### config.mk
export PLATFORM = sky130hd
export DESIGN_NAME = codebook_gen
export DESIGN_NICKNAME = d
export VERILOG_FILES = /design/src/source/huff_pkg.sv /design/src/source/node_if.sv /design/src/source/code_if.sv /design/src/source/tree_decode.sv /design/src/source/tree_walk.sv /design/src/source/code_emit.sv /design/src/source/codebook_gen.sv
export VERILOG_INCLUDE_DIRS = /design/src /design/src/source
export SDC_FILE = /design/constraint.sdc
export NUM_CORES = 1
export LEC_CHECK = 0
export BUFFER_PORTS_ARGS = -buffer_cell sky130_fd_sc_hd__buf_2
export CAP_MARGIN = 20
export CORE_ASPECT_RATIO = 0.75
export CORE_MARGIN = 8
export CORE_UTILIZATION = 27
export CTS_CLUSTER_DIAMETER = 150
export DETAILED_ROUTE_END_ITERATION = 6
export PLACE_DENSITY_LB_ADDON = 0.1
export SYNTH_ARGS = -nofsm -noshare
export SYNTH_HDL_FRONTEND = slang
export SYNTH_HIERARCHICAL = 1
export SYNTH_SLANG_ARGS = --single-unit
### constraint.sdc
create_clock -name clk -period 5.4 [get_ports clk]
set_input_delay 0.27 -clock clk [delete_from_list [all_inputs] [get_ports clk]]
set_output_delay 0.27 -clock clk [all_outputs]
set_load 0.02 [all_outputs]
### src/source/huff_settings.svh
`ifndef HUFF_SETTINGS_SVH
`define HUFF_SETTINGS_SVH

// node memory address width
`define HUFF_ADDR_W 8

// child entry width
// bit 8 set marks a sum and bits 7:0 hold the child node address
// bit 8 clear marks a char and bits 7:0 hold the char
`define HUFF_ENTRY_W 9

// entry code for a missing child
`define HUFF_NULL_ENTRY 9'b1_1000_0000

// longest code and deepest right-entry stack
`define HUFF_MAX_DEPTH 16

// code length width, must hold HUFF_MAX_DEPTH
`define HUFF_LEN_W 5

// output credits after reset, also the emitter queue depth
`define HUFF_CREDITS 4

`endif

### src/source/huff_pkg.sv
`include "huff_settings.svh"

package huff_pkg;

  // output credits and emitter queue depth
  localparam int CREDITS = `HUFF_CREDITS;

  // position of the sum flag inside a raw entry
  localparam int SUM_BIT = `HUFF_ENTRY_W - 1;

  typedef logic [`HUFF_ADDR_W-1:0] addr_t;
  typedef logic [7:0] char_t;
  typedef logic [`HUFF_ENTRY_W-1:0] raw_entry_t;
  // node word as stored, left entry in the upper half
  typedef logic [2*`HUFF_ENTRY_W-1:0] mem_word_t;
  typedef logic [`HUFF_MAX_DEPTH-1:0] bits_t;
  typedef logic [`HUFF_LEN_W-1:0] len_t;

  localparam raw_entry_t NULL_ENTRY = `HUFF_NULL_ENTRY;

  typedef enum logic [1:0] {
    ENTRY_CHAR,
    ENTRY_SUM,
    ENTRY_NONE
  } entry_kind_e;

  // decoded child entry, value is a char or a node address
  typedef struct packed {
    entry_kind_e kind;
    logic [SUM_BIT-1:0] value;
  } entry_t;

  typedef struct packed {
    entry_t left;
    entry_t right;
  } node_t;

  // bits are right aligned with the first branch on top
  typedef struct packed {
    char_t char;
    bits_t bits;
    len_t len;
  } code_t;

endpackage

### src/source/node_if.sv
// node fetch path between the decoder and the walker
interface node_if;

  // fetch request, one cycle wide
  logic req;
  huff_pkg::addr_t addr;

  // decoded node, one cycle wide, one per request
  logic valid;
  huff_pkg::node_t node;

  modport decode (
    input req,
    input addr,
    output valid,
    output node
  );

  modport walk (
    output req,
    output addr,
    input valid,
    input node
  );

endinterface

### src/source/code_if.sv
// finished codes from the walker into the emitter queue
interface code_if;

  // push is only raised while space is high
  logic push;
  huff_pkg::code_t code;

  // queue has room for one more code
  logic space;

  modport walk (
    output push,
    output code,
    input space
  );

  modport emit (
    input push,
    input code,
    output space
  );

endinterface

### src/source/tree_decode.sv
module tree_decode (
  input logic clk,
  input logic rst,
  node_if.decode nd,
  output logic mem_req,
  output huff_pkg::addr_t mem_addr,
  input logic mem_valid,
  input huff_pkg::mem_word_t mem_data
);

  // registered memory response
  logic valid_q;
  huff_pkg::mem_word_t word_q;

  // raw halves of the stored word
  huff_pkg::raw_entry_t raw_left;
  huff_pkg::raw_entry_t raw_right;

  // turn a raw entry into kind plus value
  function automatic huff_pkg::entry_t classify(input huff_pkg::raw_entry_t raw);
    huff_pkg::entry_t e;
    e.value = raw[huff_pkg::SUM_BIT-1:0];
    // null code has the sum bit set too, so test it first
    if (raw == huff_pkg::NULL_ENTRY) begin
      e.kind = huff_pkg::ENTRY_NONE;
    end else if (raw[huff_pkg::SUM_BIT]) begin
      e.kind = huff_pkg::ENTRY_SUM;
    end else begin
      e.kind = huff_pkg::ENTRY_CHAR;
    end
    return e;
  endfunction

  // requests go straight through to memory in the same cycle
  assign mem_req = nd.req;
  assign mem_addr = nd.addr;

  // response strobe delayed by one cycle
  always_ff @(posedge clk, posedge rst) begin
    if (rst) begin
      valid_q <= 1'b0;
    end else begin
      valid_q <= mem_valid;
    end
  end

  // capture the node word when it arrives
  always_ff @(posedge clk) begin
    if (mem_valid) begin
      word_q <= mem_data;
    end
  end

  // left entry sits in the upper half
  assign {raw_left, raw_right} = word_q;

  assign nd.valid = valid_q;
  assign nd.node.left = classify(raw_left);
  assign nd.node.right = classify(raw_right);

endmodule

### src/source/tree_walk.sv
`include "huff_settings.svh"

module tree_walk (
  input logic clk,
  input logic rst,
  input logic start,
  input huff_pkg::addr_t root_addr,
  node_if.walk nd,
  code_if.walk cq,
  output logic done
);

  // stack index width and entry count width
  localparam int SP_W = $clog2(`HUFF_MAX_DEPTH);
  localparam int CNT_W = $clog2(`HUFF_MAX_DEPTH + 1);

  typedef enum logic [2:0] {
    IDLE,
    FETCH,
    WAIT_NODE,
    LEFT,
    RIGHT,
    POP
  } state_e;

  // pending right entry and the depth of its parent node
  typedef struct packed {
    huff_pkg::entry_t entry;
    huff_pkg::len_t depth;
  } stack_item_t;

  state_e state;

  // path to the current node, right aligned, depth bits valid
  huff_pkg::bits_t path;
  huff_pkg::len_t depth;

  // entry under work in LEFT or RIGHT
  huff_pkg::entry_t cur;
  huff_pkg::addr_t root_q;

  // right-entry stack
  stack_item_t stack [`HUFF_MAX_DEPTH];
  logic [CNT_W-1:0] sp;
  logic [SP_W-1:0] push_idx;
  logic [SP_W-1:0] top_idx;
  stack_item_t top;
  logic push_right;

  // one step down from the current node
  logic branch;
  logic handling;
  huff_pkg::bits_t new_path;
  huff_pkg::len_t new_depth;

  assign push_idx = SP_W'(sp);
  assign top_idx = SP_W'(sp - 1'b1);
  assign top = stack[top_idx];

  // null right children never go on the stack
  assign push_right = (nd.node.right.kind != huff_pkg::ENTRY_NONE);

  // left branch is 0, right branch is 1
  assign branch = (state == RIGHT);
  assign handling = (state == LEFT) || (state == RIGHT);
  assign new_path = {path[`HUFF_MAX_DEPTH-2:0], branch};
  assign new_depth = depth + 1'b1;

  // fetch requests and code pushes
  always_comb begin
    nd.req = 1'b0;
    nd.addr = root_q;
    cq.push = 1'b0;
    cq.code.char = cur.value;
    cq.code.bits = new_path;
    cq.code.len = new_depth;
    if (state == FETCH) begin
      // root fetch
      nd.req = 1'b1;
    end else if (handling) begin
      case (cur.kind)
        huff_pkg::ENTRY_SUM: begin
          // descend straight away, no extra fetch cycle
          nd.req = 1'b1;
          nd.addr = huff_pkg::addr_t'(cur.value);
        end
        huff_pkg::ENTRY_CHAR: begin
          // leaf found, wait here while the queue is full
          cq.push = cq.space;
        end
        default: begin
          nd.req = 1'b0;
        end
      endcase
    end
  end

  // traversal control
  always_ff @(posedge clk, posedge rst) begin
    if (rst) begin
      state <= IDLE;
      path <= '0;
      depth <= '0;
      sp <= '0;
      done <= 1'b0;
    end else begin
      case (state)
        IDLE: begin
          if (start) begin
            path <= '0;
            depth <= '0;
            sp <= '0;
            done <= 1'b0;
            state <= FETCH;
          end
        end
        FETCH: begin
          state <= WAIT_NODE;
        end
        WAIT_NODE: begin
          if (nd.valid) begin
            if (push_right) begin
              sp <= sp + 1'b1;
            end
            state <= LEFT;
          end
        end
        LEFT, RIGHT: begin
          case (cur.kind)
            huff_pkg::ENTRY_SUM: begin
              path <= new_path;
              depth <= new_depth;
              state <= WAIT_NODE;
            end
            huff_pkg::ENTRY_CHAR: begin
              if (cq.space) begin
                state <= POP;
              end
            end
            default: begin
              state <= POP;
            end
          endcase
        end
        POP: begin
          if (sp == '0) begin
            // nothing pending, walk is over
            done <= 1'b1;
            state <= IDLE;
          end else begin
            // climb back to the parent of the popped entry
            sp <= sp - 1'b1;
            depth <= top.depth;
            path <= path >> (depth - top.depth);
            state <= RIGHT;
          end
        end
        default: begin
          state <= IDLE;
        end
      endcase
    end
  end

  // root address, entry under work and stack contents
  always_ff @(posedge clk) begin
    if (state == IDLE && start) begin
      root_q <= root_addr;
    end
    if (state == WAIT_NODE && nd.valid) begin
      cur <= nd.node.left;
      if (push_right) begin
        stack[push_idx] <= '{entry: nd.node.right, depth: depth};
      end
    end
    if (state == POP && sp != '0) begin
      cur <= top.entry;
    end
  end

endmodule

### src/source/code_emit.sv
module code_emit (
  input logic clk,
  input logic rst,
  code_if.emit cq,
  output logic code_valid,
  output huff_pkg::char_t code_char,
  output huff_pkg::bits_t code_bits,
  output huff_pkg::len_t code_len,
  input logic code_credit
);

  // queue depth matches the credit count
  localparam int DEPTH = huff_pkg::CREDITS;
  localparam int PTR_W = (DEPTH > 1) ? $clog2(DEPTH) : 1;
  localparam int CNT_W = $clog2(DEPTH + 1);

  huff_pkg::code_t queue [DEPTH];
  logic [PTR_W-1:0] wr_ptr;
  logic [PTR_W-1:0] rd_ptr;
  logic [CNT_W-1:0] count;
  logic [CNT_W-1:0] credits;
  logic pop;
  huff_pkg::code_t head;

  // pointer step with wrap for any depth
  function automatic logic [PTR_W-1:0] next_ptr(input logic [PTR_W-1:0] p);
    if (p == PTR_W'(DEPTH - 1)) begin
      return '0;
    end
    return p + 1'b1;
  endfunction

  assign cq.space = (count != CNT_W'(DEPTH));

  // head leaves whenever a credit is available
  assign pop = (count != '0) && (credits != '0);
  assign head = queue[rd_ptr];

  assign code_valid = pop;
  assign code_char = head.char;
  assign code_bits = head.bits;
  assign code_len = head.len;

  always_ff @(posedge clk, posedge rst) begin
    if (rst) begin
      wr_ptr <= '0;
      rd_ptr <= '0;
      count <= '0;
      credits <= CNT_W'(DEPTH);
    end else begin
      if (cq.push) begin
        wr_ptr <= next_ptr(wr_ptr);
      end
      if (pop) begin
        rd_ptr <= next_ptr(rd_ptr);
      end
      // fill level
      case ({cq.push, pop})
        2'b10: count <= count + 1'b1;
        2'b01: count <= count - 1'b1;
        default: count <= count;
      endcase
      // spent and returned in the same cycle cancel out
      case ({pop, code_credit})
        2'b10: credits <= credits - 1'b1;
        2'b01: credits <= credits + 1'b1;
        default: credits <= credits;
      endcase
    end
  end

  always_ff @(posedge clk) begin
    if (cq.push) begin
      queue[wr_ptr] <= cq.code;
    end
  end

endmodule

### src/source/codebook_gen.sv
module codebook_gen (
  input logic clk,
  input logic rst,
  input logic start,
  input huff_pkg::addr_t root_addr,
  output logic mem_req,
  output huff_pkg::addr_t mem_addr,
  input logic mem_valid,
  input huff_pkg::mem_word_t mem_data,
  output logic code_valid,
  output huff_pkg::char_t code_char,
  output huff_pkg::bits_t code_bits,
  output huff_pkg::len_t code_len,
  input logic code_credit,
  output logic done
);

  // node fetch path and code path
  node_if nd ();
  code_if cq ();

  // memory side, word split and entry classification
  tree_decode u_decode (
    .clk (clk),
    .rst (rst),
    .nd (nd.decode),
    .mem_req (mem_req),
    .mem_addr (mem_addr),
    .mem_valid (mem_valid),
    .mem_data (mem_data)
  );

  // depth-first traversal
  tree_walk u_walk (
    .clk (clk),
    .rst (rst),
    .start (start),
    .root_addr (root_addr),
    .nd (nd.walk),
    .cq (cq.walk),
    .done (done)
  );

  // code queue and credit-based output
  code_emit u_emit (
    .clk (clk),
    .rst (rst),
    .cq (cq.emit),
    .code_valid (code_valid),
    .code_char (code_char),
    .code_bits (code_bits),
    .code_len (code_len),
    .code_credit (code_credit)
  );

endmodule

==> parameters.txt <==
Parameter                              Value

Die
  Vert. Die Dim    between 200 and 250 um
  Initial cell density of the core    27.27%
  Standard-cell rows    82
  Core area    roughly 67000 um^2
  Number of placed I/O pins    between 70 and 80
  Die span in x    315.9 um
  Total die area    76100 um^2

Yosys
  Average cell area after synthesis    about 18 um^2
  Number of library cell types mapped by synthesis    59
  Ys async rst share    under 10%
  Prevailing post-synth register cell    sky130_fd_sc_hd__edfxtp_1
  Flop and latch count out of synthesis    ~430
  Sequential share of the synthesized area    about 70%
  Number of enable flip-flop cells after synthesis    about 400
  Summed instance area of the synthesized netlist    approximately 18000 um^2
  Synthesized netlist net count    approximately 1100
  Mapped Cells    1012
  Number of warning messages in the yosys log    6

Min path
  Min-delay worst type    in -> reg

Cells and area
  Count of filler cells inserted in the layout    around 6400
  Final std cells w/o fill    2026
  Cell area after layout    between 20000 and 25000 um^2
  Growth of design area from synthesis to finish    16.92%
  # nets final    ~1200
  Share of the core filled with cells    31.88%
  Layout cell share with drive strength beyond 1    between 20% and 30%

Clocking
  CTS tree    built
  Number of buffers between clock root and the deepest sink    3
  Buffer type at the clock tree root    sky130_fd_sc_hd__clkbuf_16
  CTS-repair resized insts    0
  Worst-Skew Late Latency    just under 0.6 ns
  Sink Count    ~430
  Total setup buffers inserted after CTS    0
  Clock-pin slew on the worst setup and hold paths    approximately 0.06 ns
  Inserted Clock Buffers    between 40 and 50
  Maximum level of the CTS H-tree    2

Worst setup path
  CP endpoint kind    flip-flop
  Cell family contributing the most delay on the critical path    adder cells
  Type of origin of the critical path    flip-flop
  Required arrival time at the worst endpoint    about 6 ns
  Worst path bufs/invs    3
  Highest net fanout along the worst path    19
  Data arrival time at the worst-slack endpoint    roughly 5.1 ns
  Critical Path Slowest Stage Cell    sky130_fd_sc_hd__fa_1
  Worst path max stage delay    roughly 0.52 ns
  Critical path start-end classification    reg -> reg
  CP Cell Sequence    inv_1, ha_2, xor2_1, buf_4, mux4_2, a211oi_1, nor2_1, ha_1, fa_1, buf_4, and3b_1, a21oi_1, nor2_1, a21oi_1, mux2_2, o22ai_1

Detailed routing
  Routed wire length    between 40000 and 50000 um
  Detailed Route Iter0 Violations    710
  Antenna-violating nets left    0
  Via count    roughly 9000
  Number of remaining DRC errors    0
  Iteration count of the initial detailed-routing pass    5
  Wirelength per Cell    23.05 um
  Vias per cell    roughly 4.5

Power
  Power density normalized to cell area    657.6 nW/um^2
  Leakage power summed over all cells    approximately 7.1 nW
  Max VDD drop    just under 0.0005 V

Timing
  Fin. Hold Viols    0
  Worst Max-Slew Pin Slew    0.9000 ns
  Setup repair after global routing missed its margin    false
  Slew HR    about two fifths
  Minimum clock period    roughly 4.7 ns
  Part of the cycle the worst path needs    86.42%
  Count of endpoints failing setup in the final report    0
  Total count of max-transition violations in the final report    0
  Maximum clock frequency    214.3 MHz
  Final setup slack of the worst path    about 0.73 ns
  Total negative slack for setup checks    0 ns
  Worst Skew    0.02749 ns

Placed design
  Placer congestion estimate    0.7523
  Total half-perimeter wirelength after legalization and detailed placement    roughly 30000 um
  I/O Buffers    70
  Placed instance count    between 1500 and 2000
  Area after detailed placement    between 15000 and 20000 um^2
  Worst setup slack after placement    around 0.76 ns

Global routing
  Leftover overflow at the end of global routing    0
  Via count of the first global-routing pass    between 9000 and 10000
  Pin count of the biggest net entering global routing    41
  Total Routing Usage GR    12.22%
  Global-route wire length before repair    68240 um
  Initial antenna violation count    1

Run
  Max_cap viols    0

Status
  Outcome    completed
==> cells by family after synthesis <==
group                      after synthesis  synth area share [%]
muxes                                  155                 15.77
adders and majority gates               20                 1.498
and+or+nand+nor                        185                 4.816
buffers and inverters                  116                 3.676
AOI/OAI and AO/OA                       84                 3.009
DFF                                    433                 70.28
xor gates and xnor gates                19                0.9550
==> layout make-up <==
class	count	area [um^2]	share of cell area, %
flip-flops and latches	433	12800	60.13
multi-input cells	463	4841	22.74
clock buffers	62	1264	5.935
well taps	882	1104	5.183
repair buffers	138	948.4	4.454
clock inverters	25	247.7	1.164
inverters	21	78.83	0.3702
diodes	2	5.005	0.02351
==> cell usage after synthesis, drive strengths merged, types with 10 or more instances <==
library cell | count | area [um^2]
o21ai | 19 | 95.09
nand2 | 75 | 284.0
and2 | 10 | 62.56
mux4 | 103 | 2323
xor2 | 10 | 87.58
dfrtp | 40 | 1001
clkbuf | 24 | 90.09
inv | 21 | 78.83
nand3 | 16 | 80.08
a21oi | 25 | 125.1
edfxtp | 392 | 11770
nor2 | 45 | 168.9
mux2i | 30 | 300.3
mux2 | 22 | 247.7
ha | 17 | 212.7
buf | 71 | 500.5
==> what timing repair did <==
| item | in CTS | in global routing |
|---|---|---|
| hold endpoints to repair | 66 | 0 |
| setup endpoints to repair | 0 | 0 |
| hold buffers | 27 | 0 |
==> state kept, by name (all words and copies together), names as in the netlist, 3 cells and up <==
name / flops
u_walk/path: 16
u_walk/root_q: 8
u_emit/queue: 116
u_decode/word_q: 18
u_emit/credits: 3
u_walk/cq.code: 8
u_walk/sp: 5
u_walk/state: 3
u_emit/count: 3
u_walk/depth: 5
u_walk/stack: 240
==> through the flow <==
stage               power [mW]  hold WS, ns
finish                   14.00      0.06150
global route             14.83      0.06334
CTS                      14.25      0.01127
detailed placement       10.97       0.1711
global placement         11.05       0.1691
floorplan                9.045    -0.001286
==> power breakdown <==
| group | switching (mW) | internal (mW) |
|---|---|---|
| registers | 0.480 | 4.16 |
| clock network | 1.33 | 1.84 |
| logic | 3.49 | 2.70 |
==> worst register-to-register path, delay by kind of cell (launching register included) <==
kind	cells	cell delay, ns
DFF	1	0.47
muxes	2	0.72
adders and majority gates	3	1.04
buffers and inverters	3	0.63
and+or+nand+nor	3	0.37
xor gates and xnor gates	1	0.41
AOI/OAI and AO/OA	4	0.87
==> metal layers <==
layer,vias to the layer above,wire [um],part of all wire [%],GRT usage [%]
li1,4131,-,-,-
met1,4845,24190,52,18.81
met2,161,19910,43,17.61
met3,56,1779,3.8,2.156
met4,0,812,1.7,3.029
met5,-,0,0,0
==> final timing paths <==
check	cells after the start	from	slack [ns]	to
worst max-delay path	16	u_walk/sp[0]$_DFFE_PP0P_	0.73	u_walk/path[1]$_DFFE_PP0P_
worst min-delay path	3	code_credit	0.06	u_emit/credits[0]$_DFFE_PP0P_
worst max register to register	16	u_walk/sp[0]$_DFFE_PP0P_	0.73	u_walk/path[1]$_DFFE_PP0P_
worst min register to register	1	u_emit/count[2]$_DFFE_PP0P_	0.51	u_emit/count[2]$_DFFE_PP0P_
max in group asynchronous	4	rst	4.64	u_walk/path[13]$_DFFE_PP0P_
min in group asynchronous	3	rst	0.12	u_decode/nd.valid$_DFF_PP0_
==> cells in the final DEF (no fill, tap or decap), types with 5 or more instances in the layout <==
cell type,count
sky130_fd_sc_hd__a21oi_1,25
sky130_fd_sc_hd__and2_1,10
sky130_fd_sc_hd__buf_2,70
sky130_fd_sc_hd__buf_4,39
sky130_fd_sc_hd__clkbuf_1,13
sky130_fd_sc_hd__clkbuf_16,48
sky130_fd_sc_hd__clkinv_1,10
sky130_fd_sc_hd__clkinv_2,6
sky130_fd_sc_hd__dfrtp_1,38
sky130_fd_sc_hd__dlygate4sd3_1,27
sky130_fd_sc_hd__edfxtp_1,392
sky130_fd_sc_hd__ha_1,16
sky130_fd_sc_hd__inv_1,21
sky130_fd_sc_hd__mux2_2,22
sky130_fd_sc_hd__mux2i_1,30
sky130_fd_sc_hd__mux4_2,102
sky130_fd_sc_hd__nand2_1,74
sky130_fd_sc_hd__nand2b_1,6
sky130_fd_sc_hd__nand3_1,16
sky130_fd_sc_hd__nor2_1,33
sky130_fd_sc_hd__nor2_2,8
sky130_fd_sc_hd__nor2b_1,6
sky130_fd_sc_hd__nor3_2,5
sky130_fd_sc_hd__o21ai_0,17
sky130_fd_sc_hd__o22ai_1,9
sky130_fd_sc_hd__xnor2_1,7
sky130_fd_sc_hd__xor2_1,10
Power figures use the tool's default switching activity.
